## src/ldpc_dec_params.svh

```systemverilog
//----------------------------------------------------------------------
// code size and field widths of the LDPC decoder engine
// pulled in by the package and the testbench
//----------------------------------------------------------------------
`ifndef LDPC_DEC_PARAMS_SVH
`define LDPC_DEC_PARAMS_SVH

// code geometry
`define LDPC_N   8  // code bits
`define LDPC_M   4  // parity checks

// datapath widths
`define LLR_W    5  // input llr
`define NODE_W   6  // message, holds -31..31
`define TOT_W    8  // bit total, llr plus two messages

// side fields
`define TAG_W    4
`define NITER_W  8
`define ERR_W    4  // up to 8 flipped bits
`define ADDR_W   3  // bit address 0..7

`endif

```

## src/ldpc_dec_pkg.sv

```systemverilog
//----------------------------------------------------------------------
// value types, parity-check table and saturation for the decoder
// modules import this inside their body
//----------------------------------------------------------------------
`include "ldpc_dec_params.svh"

package ldpc_dec_pkg;

  localparam int N_BITS   = `LDPC_N;
  localparam int M_CHECKS = `LDPC_M;

  localparam int NODE_MAX = 2**(`NODE_W-1) - 1;  // 31, symmetric clamp

  //--------------------------------------------------------------------
  // value types
  //--------------------------------------------------------------------
  typedef logic signed [`LLR_W-1:0]   llr_t;
  typedef logic signed [`NODE_W-1:0]  node_t;
  typedef logic signed [`TOT_W-1:0]   total_t;
  typedef logic [`NODE_W-2:0]         mag_t;    // message magnitude
  typedef logic [`TAG_W-1:0]          tag_t;
  typedef logic [`NITER_W-1:0]        niter_t;
  typedef logic [`ADDR_W-1:0]         addr_t;
  typedef logic [`ERR_W-1:0]          err_t;
  typedef logic [`LDPC_N-1:0]         hrow_t;   // one check row, bit v at [v]

  //--------------------------------------------------------------------
  // parity-check matrix
  //--------------------------------------------------------------------
  localparam hrow_t h_tab [M_CHECKS] = '{
    8'h1b,  // check 0 : bits 0 1 3 4
    8'h36,  // check 1 : bits 1 2 4 5
    8'h65,  // check 2 : bits 0 2 5 6
    8'hc8   // check 3 : bits 3 6 7
  };

  // clamp a total into the message range
  function automatic node_t sat_node(input total_t x);
    node_t res;
    if (x > total_t'(NODE_MAX)) begin
      res = node_t'(NODE_MAX);
    end
    else if (x < -total_t'(NODE_MAX)) begin
      res = -node_t'(NODE_MAX);
    end
    else begin
      res = node_t'(x);  // in range, plain truncation
    end
    return res;
  endfunction

endpackage

```

## src/ldpc_dec_cnode.sv

```systemverilog
//----------------------------------------------------------------------
// horizontal step: check-to-variable messages by plain min-sum
// cleared on init_stb, recomputed on cnode_stb
//----------------------------------------------------------------------
module ldpc_dec_cnode (
  input  logic                 iclk,
  input  logic                 ireset,
  input  logic                 init_stb,
  input  logic                 cnode_stb,
  input  ldpc_dec_pkg::node_t  v2c [ldpc_dec_pkg::M_CHECKS][ldpc_dec_pkg::N_BITS],
  output ldpc_dec_pkg::node_t  c2v [ldpc_dec_pkg::M_CHECKS][ldpc_dec_pkg::N_BITS]
);

  import ldpc_dec_pkg::*;

  node_t  c2v_nxt [M_CHECKS][N_BITS];

  // |x|, fine since messages never reach -32
  function automatic mag_t node_mag(input node_t x);
    node_t ax;
    ax = (x < 0) ? -x : x;
    return mag_t'(ax);
  endfunction

  //--------------------------------------------------------------------
  // min-sum, every edge looks at the other bits of its check
  //--------------------------------------------------------------------
  always_comb begin
    mag_t  mn;
    logic  sgn;
    node_t res;
    for (int m = 0; m < M_CHECKS; m++) begin
      for (int v = 0; v < N_BITS; v++) begin
        mn  = '1;    // 31, top of the range
        sgn = 1'b0;
        for (int u = 0; u < N_BITS; u++) begin
          if (h_tab[m][u] && (u != v)) begin  // skip self
            if (node_mag(v2c[m][u]) < mn) begin
              mn = node_mag(v2c[m][u]);
            end
            sgn = sgn ^ (v2c[m][u] < 0);   // zero counts positive
          end
        end
        res = node_t'({1'b0, mn});
        if (!h_tab[m][v]) begin
          c2v_nxt[m][v] = '0;            // no edge
        end
        else begin
          c2v_nxt[m][v] = sgn ? -res : res;
        end
      end
    end
  end

  //--------------------------------------------------------------------
  // message registers
  //--------------------------------------------------------------------
  always_ff @(posedge iclk or posedge ireset) begin
    if (ireset) begin
      for (int m = 0; m < M_CHECKS; m++) begin
        for (int v = 0; v < N_BITS; v++) begin
          c2v[m][v] <= '0;
        end
      end
    end
    else if (init_stb) begin
      for (int m = 0; m < M_CHECKS; m++) begin
        for (int v = 0; v < N_BITS; v++) begin
          c2v[m][v] <= '0;  // first vertical step sees llr only
        end
      end
    end
    else if (cnode_stb) begin
      c2v <= c2v_nxt;
    end
  end

endmodule

```

## src/ldpc_dec_ctrl.sv

```systemverilog
//----------------------------------------------------------------------
// frame controller: init, then niter pairs of horizontal and
// vertical steps, then one output request; busy covers all of it
//----------------------------------------------------------------------
module ldpc_dec_ctrl (
  input  logic                  iclk,
  input  logic                  ireset,
  input  logic                  frame_done,
  input  logic                  out_done,
  input  ldpc_dec_pkg::niter_t  niter,
  output logic                  busy,
  output logic                  init_stb,
  output logic                  cnode_stb,
  output logic                  vnode_stb,
  output logic                  out_stb
);

  import ldpc_dec_pkg::*;

  typedef enum logic [2:0] {
    ST_IDLE,
    ST_INIT,
    ST_HOR,   // cnode step
    ST_VER,   // vnode step
    ST_OUT    // sink streaming
  } state_t;

  state_t  state;
  niter_t  iter_cnt;   // finished iterations
  logic    last_iter;

  assign last_iter = (iter_cnt == niter_t'(niter - 1'b1));

  // frame_done counts too, so the word right after eop is already refused
  assign busy = (state != ST_IDLE) | frame_done;

  //--------------------------------------------------------------------
  // fsm, strobes are one cycle pulses issued on state entry
  //--------------------------------------------------------------------
  always_ff @(posedge iclk or posedge ireset) begin
    if (ireset) begin
      state     <= ST_IDLE;
      iter_cnt  <= '0;
      init_stb  <= 1'b0;
      cnode_stb <= 1'b0;
      vnode_stb <= 1'b0;
      out_stb   <= 1'b0;
    end
    else begin
      init_stb  <= 1'b0;
      cnode_stb <= 1'b0;
      vnode_stb <= 1'b0;
      out_stb   <= 1'b0;
      case (state)
        ST_IDLE: begin
          if (frame_done) begin
            state    <= ST_INIT;
            init_stb <= 1'b1;
          end
        end
        ST_INIT: begin  // messages load this cycle
          iter_cnt <= '0;
          if (niter == '0) begin  // plain llr signs out
            state   <= ST_OUT;
            out_stb <= 1'b1;
          end
          else begin
            state     <= ST_HOR;
            cnode_stb <= 1'b1;
          end
        end
        ST_HOR: begin
          state     <= ST_VER;
          vnode_stb <= 1'b1;
        end
        ST_VER: begin
          iter_cnt <= iter_cnt + 1'b1;
          if (last_iter) begin
            state   <= ST_OUT;
            out_stb <= 1'b1;
          end
          else begin
            state     <= ST_HOR;
            cnode_stb <= 1'b1;
          end
        end
        ST_OUT: begin
          if (out_done) begin  // sink on its eop word
            state <= ST_IDLE;
          end
        end
        default: state <= ST_IDLE;
      endcase
    end
  end

endmodule

```

## src/ldpc_dec_engine.sv

```systemverilog
//----------------------------------------------------------------------
// top of the flooding min-sum decoder, 8 bit / 4 check code
// llr stream in, hard decisions with fail flag and flip count out
//----------------------------------------------------------------------
module ldpc_dec_engine (
  input  logic                  iclk,
  input  logic                  ireset,
  input  logic                  isop,
  input  logic                  ieop,
  input  logic                  ival,
  input  ldpc_dec_pkg::tag_t    itag,
  input  ldpc_dec_pkg::niter_t  initer,
  input  ldpc_dec_pkg::llr_t    illr,
  output logic                  obusy,
  output logic                  osop,
  output logic                  oeop,
  output logic                  oval,
  output logic                  odecfail,
  output ldpc_dec_pkg::addr_t   oaddr,
  output ldpc_dec_pkg::tag_t    otag,
  output logic                  odat,
  output ldpc_dec_pkg::err_t    oerr
);

  import ldpc_dec_pkg::*;

  //--------------------------------------------------------------------
  // internal wiring
  //--------------------------------------------------------------------
  llr_t               llr_buf [N_BITS];
  niter_t             niter;
  tag_t               tag;
  logic               frame_done;
  logic               busy;
  logic               init_stb;
  logic               cnode_stb;
  logic               vnode_stb;
  logic               out_stb;
  logic               out_done;
  node_t              v2c [M_CHECKS][N_BITS];
  node_t              c2v [M_CHECKS][N_BITS];
  logic [N_BITS-1:0]  hard;

  assign obusy = busy;

  ldpc_dec_ibuffer ibuf (
    .iclk, .ireset, .isop, .ieop, .ival, .busy,
    .itag, .initer, .illr,
    .llr_buf, .niter, .tag, .frame_done
  );

  ldpc_dec_ctrl ctrl (
    .iclk, .ireset, .frame_done, .out_done, .niter,
    .busy, .init_stb, .cnode_stb, .vnode_stb, .out_stb
  );

  // vertical step
  ldpc_dec_vnode vnode (
    .iclk, .ireset, .init_stb, .vnode_stb,
    .llr_buf, .c2v, .v2c, .hard
  );

  // horizontal step
  ldpc_dec_cnode cnode (
    .iclk, .ireset, .init_stb, .cnode_stb,
    .v2c, .c2v
  );

  ldpc_dec_sink sink (
    .iclk, .ireset, .out_stb, .hard, .llr_buf, .tag,
    .osop, .oeop, .oval, .odat, .odecfail, .out_done,
    .oaddr, .otag, .oerr
  );

endmodule

```

## src/ldpc_dec_ibuffer.sv

```systemverilog
//----------------------------------------------------------------------
// input buffer: writes the llr stream into a register store and
// latches iteration count and tag with the first word of a frame
//----------------------------------------------------------------------
module ldpc_dec_ibuffer (
  input  logic                  iclk,
  input  logic                  ireset,
  input  logic                  isop,
  input  logic                  ieop,
  input  logic                  ival,
  input  logic                  busy,
  input  ldpc_dec_pkg::tag_t    itag,
  input  ldpc_dec_pkg::niter_t  initer,
  input  ldpc_dec_pkg::llr_t    illr,
  output ldpc_dec_pkg::llr_t    llr_buf [ldpc_dec_pkg::N_BITS],
  output ldpc_dec_pkg::niter_t  niter,
  output ldpc_dec_pkg::tag_t    tag,
  output logic                  frame_done
);

  import ldpc_dec_pkg::*;

  logic   take;   // word accepted this cycle
  addr_t  wcnt;   // next write address
  addr_t  waddr;

  assign take  = ival & ~busy;       // anything while busy is dropped
  assign waddr = isop ? '0 : wcnt;   // sop restarts the frame at 0

  // write counter and frame end strobe
  always_ff @(posedge iclk or posedge ireset) begin
    if (ireset) begin
      wcnt       <= '0;
      frame_done <= 1'b0;
    end
    else begin
      frame_done <= take & ieop;  // one cycle pulse
      if (take) begin
        wcnt <= waddr + 1'b1;
      end
    end
  end

  // llr store plus niter/tag latch
  always_ff @(posedge iclk) begin
    if (take) begin
      llr_buf[waddr] <= illr;
      if (isop) begin
        niter <= initer;
        tag   <= itag;
      end
    end
  end

endmodule

```

## src/ldpc_dec_sink.sv

```systemverilog
//----------------------------------------------------------------------
// output sink: latches the decisions, streams them one bit per cycle,
// counts flips against the llr signs and flags a nonzero syndrome
//----------------------------------------------------------------------
module ldpc_dec_sink (
  input  logic                 iclk,
  input  logic                 ireset,
  input  logic                 out_stb,
  input  logic [ldpc_dec_pkg::N_BITS-1:0] hard,
  input  ldpc_dec_pkg::llr_t   llr_buf [ldpc_dec_pkg::N_BITS],
  input  ldpc_dec_pkg::tag_t   tag,
  output logic                 osop,
  output logic                 oeop,
  output logic                 oval,
  output logic                 odat,
  output logic                 odecfail,
  output logic                 out_done,
  output ldpc_dec_pkg::addr_t  oaddr,
  output ldpc_dec_pkg::tag_t   otag,
  output ldpc_dec_pkg::err_t   oerr
);

  import ldpc_dec_pkg::*;

  logic [N_BITS-1:0]  hard_r;   // latched decisions
  logic [N_BITS-1:0]  sign_r;   // latched llr signs
  logic               active;
  addr_t              cnt;
  err_t               err_acc;  // flips before the current bit
  logic               decfail;
  logic               flip;

  // syndrome of the incoming decisions
  always_comb begin
    decfail = 1'b0;
    for (int m = 0; m < M_CHECKS; m++) begin
      decfail = decfail | (^(h_tab[m] & hard));
    end
  end

  //--------------------------------------------------------------------
  // latch and stream
  //--------------------------------------------------------------------
  always_ff @(posedge iclk or posedge ireset) begin
    if (ireset) begin
      active   <= 1'b0;
      cnt      <= '0;
      err_acc  <= '0;
      odecfail <= 1'b0;
    end
    else if (out_stb) begin
      active   <= 1'b1;
      cnt      <= '0;
      err_acc  <= '0;
      odecfail <= decfail;
    end
    else if (active) begin
      cnt     <= cnt + 1'b1;
      err_acc <= oerr;
      if (oeop) begin
        active <= 1'b0;
      end
    end
  end

  always_ff @(posedge iclk) begin
    if (out_stb) begin
      hard_r <= hard;
      otag   <= tag;
      for (int v = 0; v < N_BITS; v++) begin
        sign_r[v] <= (llr_buf[v] < 0);
      end
    end
  end

  assign flip     = hard_r[cnt] ^ sign_r[cnt];
  assign oval     = active;
  assign osop     = active & (cnt == '0);
  assign oeop     = active & (cnt == addr_t'(N_BITS-1));
  assign oaddr    = cnt;
  assign odat     = hard_r[cnt];
  assign oerr     = err_acc + err_t'(flip);  // full count on eop
  assign out_done = oeop;                    // frees the controller

endmodule

```

## src/ldpc_dec_vnode.sv

```systemverilog
//----------------------------------------------------------------------
// vertical step: bit totals, variable-to-check messages and the
// hard decisions; loads on init_stb, updates on vnode_stb
//----------------------------------------------------------------------
module ldpc_dec_vnode (
  input  logic                 iclk,
  input  logic                 ireset,
  input  logic                 init_stb,
  input  logic                 vnode_stb,
  input  ldpc_dec_pkg::llr_t   llr_buf [ldpc_dec_pkg::N_BITS],
  input  ldpc_dec_pkg::node_t  c2v [ldpc_dec_pkg::M_CHECKS][ldpc_dec_pkg::N_BITS],
  output ldpc_dec_pkg::node_t  v2c [ldpc_dec_pkg::M_CHECKS][ldpc_dec_pkg::N_BITS],
  output logic [ldpc_dec_pkg::N_BITS-1:0] hard
);

  import ldpc_dec_pkg::*;

  total_t  total [N_BITS];  // registered totals
  total_t  sum   [N_BITS];  // llr + incoming check messages

  //--------------------------------------------------------------------
  // bit sums over the checks each bit sits in
  //--------------------------------------------------------------------
  always_comb begin
    total_t acc;
    for (int v = 0; v < N_BITS; v++) begin
      acc = total_t'(llr_buf[v]);  // sign extended
      for (int m = 0; m < M_CHECKS; m++) begin
        if (h_tab[m][v]) begin
          acc = acc + total_t'(c2v[m][v]);
        end
      end
      sum[v] = acc;
    end
  end

  //--------------------------------------------------------------------
  // totals and outgoing messages, non edges kept at 0
  //--------------------------------------------------------------------
  always_ff @(posedge iclk or posedge ireset) begin
    if (ireset) begin
      for (int v = 0; v < N_BITS; v++) begin
        total[v] <= '0;
        for (int m = 0; m < M_CHECKS; m++) begin
          v2c[m][v] <= '0;
        end
      end
    end
    else if (init_stb) begin
      for (int v = 0; v < N_BITS; v++) begin
        total[v] <= total_t'(llr_buf[v]);
        for (int m = 0; m < M_CHECKS; m++) begin
          v2c[m][v] <= h_tab[m][v] ? sat_node(total_t'(llr_buf[v])) : '0;
        end
      end
    end
    else if (vnode_stb) begin
      for (int v = 0; v < N_BITS; v++) begin
        total[v] <= sum[v];
        for (int m = 0; m < M_CHECKS; m++) begin
          // extrinsic: drop what check m told us
          v2c[m][v] <= h_tab[m][v] ? sat_node(sum[v] - total_t'(c2v[m][v])) : '0;
        end
      end
    end
  end

  // hard decision is the total sign, zero reads as 0
  always_comb begin
    for (int v = 0; v < N_BITS; v++) begin
      hard[v] = (total[v] < 0);
    end
  end

endmodule

```

## config.mk

```make
export PLATFORM = sky130hd
export DESIGN_NAME = ldpc_dec_engine
export DESIGN_NICKNAME = d
export VERILOG_FILES = /design/src/ldpc_dec_pkg.sv /design/src/ldpc_dec_cnode.sv /design/src/ldpc_dec_ctrl.sv /design/src/ldpc_dec_engine.sv /design/src/ldpc_dec_ibuffer.sv /design/src/ldpc_dec_sink.sv /design/src/ldpc_dec_vnode.sv
export VERILOG_INCLUDE_DIRS = /design/src
export SDC_FILE = /design/constraint.sdc
export NUM_CORES = 1
export LEC_CHECK = 0
export BUFFER_PORTS_ARGS = -buffer_cell sky130_fd_sc_hd__buf_2
export CORE_ASPECT_RATIO = 1.75
export CORE_MARGIN = 5
export CORE_UTILIZATION = 65
export CTS_BUF_LIST = sky130_fd_sc_hd__clkbuf_4 sky130_fd_sc_hd__clkbuf_8 sky130_fd_sc_hd__clkbuf_16
export DETAILED_ROUTE_END_ITERATION = 10
export PLACE_DENSITY = 0.82
export SLEW_MARGIN = 0
export SYNTH_ARGS = -nofsm -noshare
export SYNTH_HDL_FRONTEND = slang
export SYNTH_SLANG_ARGS = --single-unit
export TNS_END_PERCENT = 100
```

## constraint.sdc

```tcl
create_clock -name iclk -period 8.84 [get_ports iclk]
set_input_delay 0.442 -clock iclk [delete_from_list [all_inputs] [get_ports iclk]]
set_output_delay 0.442 -clock iclk [all_outputs]
set_load 0.02 [all_outputs]
```

==> reports/results.ini, run 1 <==
[place]
place_hpwl_um = 57900
io_buffers = 38
gp_congestion = 1.02

[synthesis]
yosysTopAreaCell = dfrtp_1
netlist_area_sq_mm = 0.0259
yosysUniqueCellTypes = 84
async_flop_share_pct = 75.0
yosysSeqAreaShare_pct = 29.2
synth_edf_count = 72
syn_area_per_cell_sq_um = 8.70
synth_area_leaders = dfrtp_1, ha_1, edfxtp_1
ys_ff_latch = 288
yosys.area.top_type_share_pct = 20.9
syn-instance-count = 2973
synth_ff_type = dfrtp_1
synth_warnings = 0
postSynthNetCount = 3296

[layout]
antenna_cells = 0
fin_nets = 3290
drive_gt1_share_pct = 6.29
n_fill_cell = 3066
register_area_sq_mm = 0.00758
syn2layout_area_growth_pct = 6.14
multi_input_area_sq_mm = 0.0167

[drt]
first_iter_violations = 1494
routedWlPerCell_um = 21.6
wl_um = 75100
drt-vias-per-instance = 6.44
num_vias = 22400
antenna_left = 0
dr.pass1.iters = 5
drc = 0

[floorplanning]
io_pins = 39
std_cell_rows = 96
core_sq_mm = 0.0393
die_w_um = 161
floorplan.initialDensity_pct = 65.9
dieArea_sq_mm = 0.0441
fp.dieH_um = 274

[clock_network]
cts_buffer_depth = 3
hold_buffers = 0
cts_resized = 0
path_clk_slew_ps = 70
clock_sinks = 288
cts_root_buffer = clkbuf_16
htree_levels = 1
cts_tree = done
cts_setup_buffers = 0
clk_latency_ps = 580
numCtsBuffers = 29

[min_path]
hold_path.class = in2async

[sta]
drv_slew = 0
rsz0062_at_grt = false
post-route-min-period_ps = 5870
fmax_mhz = 170
hold_violations = 2
finalCritPeriodShare_pct = 66.4
whs_ps = -9.19
setup_tns_ps = 0
tightestPinTransition_ps = 1240
final-setup-viol-count = 0
max_slew_margin_pct = 16.6
fin_skew_ps = 14.0

[worst_setup_path]
startpoint_type = flip-flop
r2r_start = vnode.v2c[114]
critPathRequiredTime_ps = 9320
timing.setup.critical_path_class = reg2reg
endpoint_kind = flip-flop
crit_arrival_ps = 6350
worst-path-max-fanout = 10
startpoint = vnode.v2c[114]

[global_routing]
grt_pass1_vias = 23500
grt_overflow = 0
grt_max_degree = 121
grt_pass1_wl_um = 120000
antenna_found_initial = 0
met2_usage_pct = 62.7
grt_usage_pct = 33.9
top_usage_layer = met2
met3_usage_pct = 3.64
use_met1_pct = 36.0

[outcome]
status = finished, violations left
violations = negative hold slack

[run]
maxCapViolCount = 0

[per-layer routing]
layer  part of all wire [%]  vias to the layer above
met5                      0                        -
met4                    8.1                        0
met3                    5.4                      337
met2                     52                      909
met1                     35                    10800
li1                       -                    10400
[cells by family (layout without fill, tap and decap cells)]
group,count (synthesis),count (layout),synth area share [%]
AOI/OAI and AO/OA,810,810,19.9
xor gates and xnor gates,254,254,8.60
adders and majority gates,319,319,17.2
buffers and inverters,426,442,6.30
DFF,288,288,29.2
muxes,140,140,5.76
and+or+nand+nor,736,736,13.1
[sequential cells by signal (all words and copies together), names as in the netlist, 3 cells and up]
register	flops
cnode.c2v	90
vnode.v2c	90
ibuf.llr_buf	40
ctrl.iter_cnt	8
ibuf.niter	8
sink.hard_r	8
sink.sign_r	8
vnode.total	8
ibuf.tag	4
sink.err_acc	4
sink.otag	4
ctrl.state	3
ibuf.wcnt	3
sink.oaddr	3
[final timing paths]
kind	end	slack, ps	cells past startpoint
max	cnode.c2v[136]	2970	22
min	cnode.c2v[129]	-9	2
max reg2reg	cnode.c2v[136]	2970	22
min reg2reg	sink.otag[1]	420	0
max in group asynchronous	ctrl.init_stb	7510	3
min in group iclk	ibuf.niter[0]	40	1
[critical path, stage by stage, from the launching register on]
cell and delay (ps):
dfrtp_1 550, inv_1 140, ha_1 340, mux2_4 310, maj3_1 370, maj3_1 350, maj3_1 400, a21oi_4 340
mux2i_1 360, inv_1 80, ha_1 340, nand2_1 80, a211oi_1 370, nor4_4 140, a211oi_1 290, a21oi_1 110
ha_1 240, nand2_1 60, nor2_1 50, or3_1 330, a21oi_1 170, a21oi_1 60, a211oi_1 260
[metrics by stage]
step                hold slack (ps)  worst slack, ps  utilization, %  area, sq um  instances
floorplan                       400             2490               -        25900       2973
global placement                407             3280            67.4        26500       3426
detailed placement              405             3090            67.4        26500       3426
CTS                            20.0             3050            69.9        27500       3479
global route                   21.9             2590            69.9        27500       3479
finish                        -9.19             2970            69.9        27500       3479
[layout by cell type, fill, tap and decap left out, types with 9 or more instances in the layout]
cell	Yosys	final
nand2_1	236	235
a211oi_1	52	52
xnor2_1	166	166
a22o_1	13	13
or3_1	10	10
buf_4	1	19
nand3_1	23	23
a21o_1	39	39
and3_1	12	12
fa_1	65	65
nor3b_1	9	9
buf_2	9	38
o21a_1	35	35
mux2_2	28	28
nor2_1	257	254
o21bai_1	33	33
edfxtp_1	72	72
inv_1	331	330
mux2i_1	107	107
and2_1	13	13
a21oi_1	198	198
a31oi_1	25	25
nor3_1	48	48
maj3_1	14	14
o22ai_1	25	25
o31ai_1	42	42
ha_1	236	236
a21boi_0	21	21
o21ai_0	212	212
clkbuf_16	0	29
xor2_1	88	88
nand2b_1	42	42
nor2b_1	28	28
dfrtp_1	216	213
o211ai_1	30	30
or2_2	12	12
[cell type report]
type,count,area share [%]
well taps,490,2.23
inverters,332,4.56
repair buffers,57,1.21
flip-flops and latches,288,27.6
clock buffers,30,2.67
clock inverters,23,0.952
multi-input cells,2259,60.8
[cell usage after synthesis (72+ instances only)]
master	number
clkbuf_1	80
nor2_1	257
dfrtp_1	216
ha_1	236
a21oi_1	198
o21ai_0	212
mux2i_1	107
edfxtp_1	72
inv_1	331
xor2_1	88
xnor2_1	166
nand2_1	236
Power of run 1 is left out: the tool's default activity adds up to more than one toggle a clock period on the data nets, which glitch-free logic cannot reach.
==> inputs of run 2 (changes only) <==
- clock period: 8.84 -> 6 ns (I/O delays scaled with it)
==> run 2 against run 1 <==
Effect of this change:
- the flow now finishes without violations
- clock skew is 21 ps higher
- utilization up 0.46 points
- routed wire length is 0.61% higher
- sequential share of layout area is 0.18 points lower
- clock-buffer cell count increased by 10
- final cell count grew 0.66%
- worst hold slack improved by 86 ps
- global-route usage rose by 0.23 points
- largest cell class unchanged
==> reports/results.ini, run 2 (same netlist as run 1, synthesis figures left out) <==
[outcome]
status = completed  ; was finished, violations left

[layout]
final_common_cell = inv_1  ; unchanged
final_area_sq_mm = 0.0276  ; was 0.0275 sq mm
layout.cells.most_common_list = inv_1, nor2_1, ha_1  ; unchanged
reg.largest.list = cnode.c2v x90, vnode.v2c x90, ibuf.llr_buf x40  ; unchanged
drive_gt1_share_pct = 6.64  ; was 6.29%
n_fill_cell = 3043  ; was 3,066
syn2layout_area_growth_pct = 6.84  ; was 6.14%
fin_nets = 3312  ; was 3,290

[floorplanning]
std_cell_rows = 96  ; unchanged
dieArea_sq_mm = 0.0441  ; unchanged
io_pins = 39  ; unchanged
die_w_um = 161  ; unchanged
fp.dieH_um = 274  ; unchanged
core_sq_mm = 0.0393  ; unchanged
floorplan.initialDensity_pct = 65.9  ; unchanged

[run]
maxCapViolCount = 0  ; unchanged

[place]
io_buffers = 38  ; unchanged
gp_congestion = 0.967  ; was 1.02
placed_cell_area_sq_mm = 0.0266  ; was 0.0265 sq mm
place_hpwl_um = 58100  ; was 57,900 um

[worst_setup_path]
worst-r2r-cell-count = 20  ; was 22
startpoint_type = flip-flop  ; unchanged
critPathTopFamily = adder cells  ; unchanged
r2r_end = cnode.c2v[130]  ; was cnode.c2v[136]
r2r_start = vnode.v2c[114]  ; unchanged
endpoint_kind = flip-flop  ; unchanged
critPathRequiredTime_ps = 6470  ; was 9320 ps
cp_slowest_stage_delay_ps = 510  ; was 550 ps
crit_arrival_ps = 6090  ; was 6350 ps
rrSetupSlack_ps = 380  ; was 2970 ps
timing.setup.critical_path_class = reg2reg  ; unchanged
path_buf_inv = 2  ; unchanged
path_cells = inv_1 > ha_1 > mux2_4 > maj3_2 > maj3_2 > maj3_2 > a21oi_4 > mux2i_2 > inv_1 > ha_1 > o221ai_1 > a21oi_1 > a311oi_1 > o21a_1 > mux2i_1 > ha_1 > nor3b_1 > mux2i_1 > and4_1 > or3_1  ; was inv_1 > ha_1 > mux2_4 > maj3_1 > maj3_1 > maj3_1 > a21oi_4 > mux2i_1 > inv_1 > ha_1 > nand2_1 > a211oi_1 > nor4_4 > a211oi_1 > a21oi_1 > ha_1 > nand2_1 > nor2_1 > or3_1 > a21oi_1 > a21oi_1 > a211oi_1
worst-path-max-fanout = 10  ; unchanged
critPathSlowestCell = dfrtp_1  ; unchanged

[sta]
max_slew_margin_pct = 13.1  ; was 16.6%
rsz0062_at_grt = false  ; unchanged
post-route-min-period_ps = 5620  ; was 5870 ps
hold_violations = 0  ; was 2
fmax_mhz = 178  ; was 170 MHz
drv_slew = 0  ; unchanged
setup_tns_ps = 0  ; unchanged
fin_skew_ps = 35.4  ; was 14.0 ps
tightestPinTransition_ps = 1300  ; was 1240 ps
final-setup-viol-count = 0  ; unchanged
finalCritPeriodShare_pct = 93.6  ; was 66.4%

[global_routing]
grt_usage_pct = 34.2  ; was 33.9%
grt_pass1_wl_um = 121000  ; was 120,000 um
grt_pass1_vias = 23900  ; was 23,500
grt_overflow = 0  ; unchanged
antenna_found_initial = 1  ; was 0
grt_max_degree = 166  ; was 121

[drt]
first_iter_violations = 1565  ; was 1,494
wl_um = 75600  ; was 75,100 um
num_vias = 22600  ; was 22,400
dr.pass1.iters = 6  ; was 5
antenna_left = 0  ; unchanged
drc = 0  ; unchanged
drt-vias-per-instance = 6.46  ; was 6.44
routedWlPerCell_um = 21.6  ; about the same

[clock_network]
cts_tree = done  ; unchanged
cts_root_buffer = clkbuf_16  ; unchanged
clock_sinks = 288  ; unchanged
htree_levels = 1  ; unchanged
path_clk_slew_ps = 70  ; about the same
cts_buffer_depth = 3  ; unchanged
cts_setup_buffers = 0  ; unchanged
numCtsBuffers = 28  ; was 29
clk_latency_ps = 600  ; was 580 ps

[min_path]
hold_path.class = in2reg  ; was in2async
worstHoldStart = illr[4]
holdPathStages = 1
whs_endpoint = ibuf.llr_buf[9]

-- run 2: cell count changes in the layout (fill, tap and decap cells not counted), sizes merged, moves of 3 or more --
cell / change
clkbuf: +10
buf: +9
bufinv: -4
dlygate4sd3: +14
clkinvlp: -3
-- run 2: layout make-up --
| type | count | area (sq um) | area share (%) |
|---|---|---|---|
| multi-input cells | 2259 | 16700 | 60.5 |
| flip-flops and latches | 288 | 7580 | 27.4 |
| inverters | 332 | 1250 | 4.52 |
| clock buffers | 40 | 846 | 3.06 |
| well taps | 490 | 613 | 2.22 |
| repair buffers | 80 | 553 | 2.00 |
| clock inverters | 12 | 92.6 | 0.335 |
| diodes | 1 | 2.50 | 0.00905 |
-- run 2: metrics by stage --
step                cells  worst slack, ps  hold WS (ps)  utilization (%)
floorplan            2973              798           399                -
global placement     3435              541           407             67.6
detailed placement   3435              306           410             67.6
CTS                  3501              289          44.2             70.3
global route         3501             55.0          51.2             70.4
finish               3502              384          76.4             70.4
-- run 2: metal layers --
metal,global-route usage (%),wire length (um)
met1,35.1,26000
met4,23.7,6180
met2,63.8,39400
met3,4.12,4010
met5,0,0
-- run 2: worst max path at each step --
stage	from	endpoint	slack, ps	cells past startpoint
after floorplan	vnode.v2c[114]	cnode.c2v[136]	800	23
after global placement	vnode.v2c[114]	cnode.c2v[130]	540	20
after detailed placement	vnode.v2c[114]	cnode.c2v[130]	310	20
after CTS	vnode.v2c[114]	cnode.c2v[130]	290	20
after global routing	vnode.v2c[114]	cnode.c2v[136]	60	22
final	vnode.v2c[114]	cnode.c2v[130]	380	20
-- run 2: worst register-to-register path: cells and delay by family (launching register included) --
kind / cells / cell delay (ps)
fa+ha+maj: 6 / 1800
mux: 4 / 1100
simple gates: 3 / 800
compound gates: 5 / 1090
flops: 1 / 510
buf+inv: 2 / 190
-- run 2: what timing repair did --
item,4_1_cts,5_1_grt
resized for setup,0,2
hold buffers,14,0
endpoints found under the setup margin,0,1
hold endpoints to repair,64,0
Power of run 2 is left out for the same reason.
==> inputs of run 3 (changes only) <==
- ABC_AREA: not set -> 1
==> run 3 against run 2 <==
Effect of this change:
- the flow now finishes with violations (design-rule violations, negative hold slack)
- sequential share of layout area decreased by 0.33 points
- clock-buffer cell count down 6
- register-to-register slack improved by 930 ps
- global-route usage grew 3.4 points
- final cell count grew 17%
- synthesized cell count is 18% higher
- area after synthesis up 0.38%
- via count up 8.6%
- routed wire length up 11%
- critical path depth did not move
- die area up 0.37%
- utilization is 0.15 points lower
- critical endpoint is now cnode.c2v[79]
==> reports/results.ini, run 3 <==
[synthesis]
synth.most_common_cell = nand2_1  ; was inv_1
yosysUniqueCellTypes = 57  ; was 84
netlist_area_sq_mm = 0.0260  ; was 0.0259 sq mm
synth_ff_type = dfrtp_1  ; unchanged
yosys.area.top_type_share_pct = 20.8  ; was 20.9%
synth_warnings = 0  ; unchanged
yosysSeqAreaShare_pct = 29.1  ; was 29.2%
syn-instance-count = 3520  ; was 2,973
synthTopCellsByCount = nand2_1, inv_1, nand3_1, ha_1, o21ai_0  ; was inv_1, nor2_1, ha_1, nand2_1, dfrtp_1
yosysTopAreaCell = dfrtp_1  ; unchanged
synth_area_leaders = dfrtp_1, nand2_1, ha_1  ; was dfrtp_1, ha_1, edfxtp_1
ys_ff_latch = 288  ; unchanged
async_flop_share_pct = 75.0  ; unchanged
syn_area_per_cell_sq_um = 7.38  ; was 8.70 sq um
synth_edf_count = 72  ; unchanged
postSynthNetCount = 3843  ; was 3,296

[min_path]
hold_path.class = in2reg  ; unchanged
worstHoldStart = ival  ; was illr[4]

[worst_setup_path]
cp_slowest_stage_delay_ps = 600  ; was 510 ps
crit_arrival_ps = 5140  ; was 6090 ps
r2r_start = vnode.v2c[60]  ; was vnode.v2c[114]
worst-path-max-fanout = 8  ; was 10
critPathSlowestCell = xor2_1  ; was dfrtp_1
critPathRequiredTime_ps = 6460  ; was 6470 ps
startpoint = vnode.v2c[60]  ; was vnode.v2c[114]
endpoint_kind = flip-flop  ; unchanged
timing.setup.critical_path_class = reg2reg  ; unchanged
path_cells = inv_2 > ha_1 > nand2_1 > o21ai_0 > xor2_1 > ha_1 > a21boi_2 > nand3_2 > nand2_4 > o21ai_0 > ha_1 > o21ai_0 > inv_1 > nand2_2 > nand2_2 > nand2_1 > nand2_1 > ha_1 > o21ai_0 > o22ai_1  ; was inv_1 > ha_1 > mux2_4 > maj3_2 > maj3_2 > maj3_2 > a21oi_4 > mux2i_2 > inv_1 > ha_1 > o221ai_1 > a21oi_1 > a311oi_1 > o21a_1 > mux2i_1 > ha_1 > nor3b_1 > mux2i_1 > and4_1 > or3_1
startpoint_type = flip-flop  ; unchanged

[drt]
drc = 1  ; was 0
wl_um = 83500  ; was 75,600 um
antenna_left = 0  ; unchanged
num_vias = 24600  ; was 22,600
first_iter_violations = 1904  ; was 1,565
routedWlPerCell_um = 20.4  ; was 21.6 um
dr.pass1.iters = 9  ; was 6
drt-vias-per-instance = 6.01  ; was 6.46

[layout]
drive_gt1_share_pct = 7.72  ; was 6.64%
syn2layout_area_growth_pct = 7.64  ; was 6.84%
fin_nets = 3889  ; was 3,312
multi_input_area_sq_mm = 0.0158  ; was 0.0167 sq mm
reg.largest.list = cnode.c2v x90, vnode.v2c x90, ibuf.llr_buf x40  ; unchanged
finalNonFillerCells = 4087  ; was 3,502
final_common_cell = nand2_1  ; was inv_1
n_fill_cell = 3330  ; was 3,043
layout.cells.most_common_list = nand2_1, inv_1, nand3_1  ; was inv_1, nor2_1, ha_1
register_area_sq_mm = 0.00757  ; was 0.00758 sq mm

[place]
place_hpwl_um = 63200  ; was 58,100 um
gp_congestion = 1.02  ; was 0.967
dp.cells = 4014  ; was 3,435
io_buffers = 38  ; unchanged

[global_routing]
grt_usage_pct = 37.6  ; was 34.2%
antenna_found_initial = 3  ; was 1
grt_pass1_wl_um = 130000  ; was 121,000 um
grt_overflow = 0  ; unchanged
grt_max_degree = 167  ; was 166
grt_pass1_vias = 25500  ; was 23,900

[clock_network]
cts_tree = done  ; unchanged
cts_root_buffer = clkbuf_16  ; unchanged
htree_levels = 1  ; unchanged
path_clk_slew_ps = 70  ; about the same
clk_latency_ps = 630  ; was 600 ps
cts_buffer_depth = 3  ; unchanged
numCtsBuffers = 30  ; was 28
cts_resized = 0  ; unchanged
clock_sinks = 288  ; unchanged

[sta]
max_slew_margin_pct = 20.4  ; was 13.1%
fmax_mhz = 214  ; was 178 MHz
tightestPinTransition_ps = 1180  ; was 1300 ps
final-setup-viol-count = 0  ; unchanged
finalCritPeriodShare_pct = 78.0  ; was 93.6%
post-route-min-period_ps = 4680  ; was 5620 ps
fin_skew_ps = 36.7  ; was 35.4 ps
setup_tns_ps = 0  ; unchanged
rsz0062_at_grt = false  ; unchanged
drv_slew = 0  ; unchanged
whs_ps = -3.10  ; was 76.4 ps
hold_violations = 1  ; was 0

[floorplanning]
floorplan.initialDensity_pct = 65.2  ; was 65.9%
core_sq_mm = 0.0398  ; was 0.0393 sq mm
fp.dieH_um = 274  ; about the same
die_w_um = 161  ; about the same
dieArea_sq_mm = 0.0442  ; was 0.0441 sq mm
io_pins = 39  ; unchanged
std_cell_rows = 97  ; was 96

[run]
maxCapViolCount = 0  ; unchanged

[outcome]
violations = design-rule violations, negative hold slack
status = finished, violations left  ; was completed

run 3: cell types whose count changed after synthesis, moves of 34 or more:
cell | before | now
nand2_1 | 236 | 860
inv_1 | 331 | 599
nand3_1 | 23 | 250
mux2i_1 | 107 | 1
xnor2_1 | 166 | 66
nor2_1 | 257 | 166
nand2_2 | 0 | 63
a21oi_1 | 198 | 148
a211oi_1 | 52 | 9
o22ai_1 | 25 | 68
nand2b_1 | 42 | 0
clkbuf_1 | 80 | 44
o21a_1 | 35 | 1
run 3: path summary, 6_finish.rpt:
path | end | slack [ps] | cells past startpoint
worst max register to register | cnode.c2v[79] | 1320 | 20
max in group asynchronous | ctrl.init_stb | 4540 | 4
worst max-delay path | cnode.c2v[79] | 1320 | 20
worst min-delay path | ibuf.frame_done | -3 | 3
min in group asynchronous | vnode.v2c[81] | 190 | 3
worst min register to register | sink.otag[1] | 420 | 0
run 3: critical path, delay by kind of cell, from the launching register on:
| kind | cells | cell delay (ps) |
|---|---|---|
| AOI/OAI and AO/OA | 6 | 1140 |
| DFF | 1 | 500 |
| buffers and inverters | 2 | 360 |
| adders and majority gates | 4 | 1190 |
| and+or+nand+nor | 7 | 700 |
| xor gates and xnor gates | 1 | 600 |
run 3: cell families (layout without fill, tap and decap cells):
| group | Yosys count | count (layout) | share of synthesized area [%] |
|---|---|---|---|
| muxes | 1 | 1 | 0.0385 |
| xor gates and xnor gates | 187 | 187 | 6.31 |
| and+or+nand+nor | 1434 | 1434 | 23.9 |
| AOI/OAI and AO/OA | 625 | 625 | 14.2 |
| buffers and inverters | 684 | 754 | 10.0 |
| other | 0 | 2 | 0 |
| DFF | 288 | 288 | 29.1 |
| adders and majority gates | 301 | 301 | 16.4 |
run 3: layout make-up:
cell class | count | area share, %
clock inverter | 22 | 1.01
antenna | 2 | 0.0179
multi-input combinational | 2548 | 56.6
clock buffer | 34 | 2.92
timing repair buffer | 67 | 1.64
tap | 495 | 2.22
inverter | 631 | 8.51
sequential | 288 | 27.1
run 3: metrics by stage:
stage | setup slack [ps] | cell area, sq um | hold slack, ps | util [%]
floorplan | 2490 | 26000 | 399 | -
global placement | 1450 | 26700 | 255 | 67.1
detailed placement | 1400 | 26700 | 259 | 67.1
CTS | 1350 | 28000 | 3.35 | 70.2
global route | 1160 | 28000 | 33.5 | 70.2
finish | 1320 | 28000 | -3.10 | 70.2
run 3: repair_timing:
| action | in CTS | in global routing |
|---|---|---|
| hold endpoints to repair | 30 | 0 |
| hold buffers | 15 | 0 |
| setup buffers | 0 | 0 |
run 3: per-layer routing:
metal	GRT usage [%]	part of all wire (%)
met3	5.08	5.8
met2	68.7	51
met5	0	0.016
met4	34.2	11
met1	36.0	33
Power of run 3 is left out for the same reason.
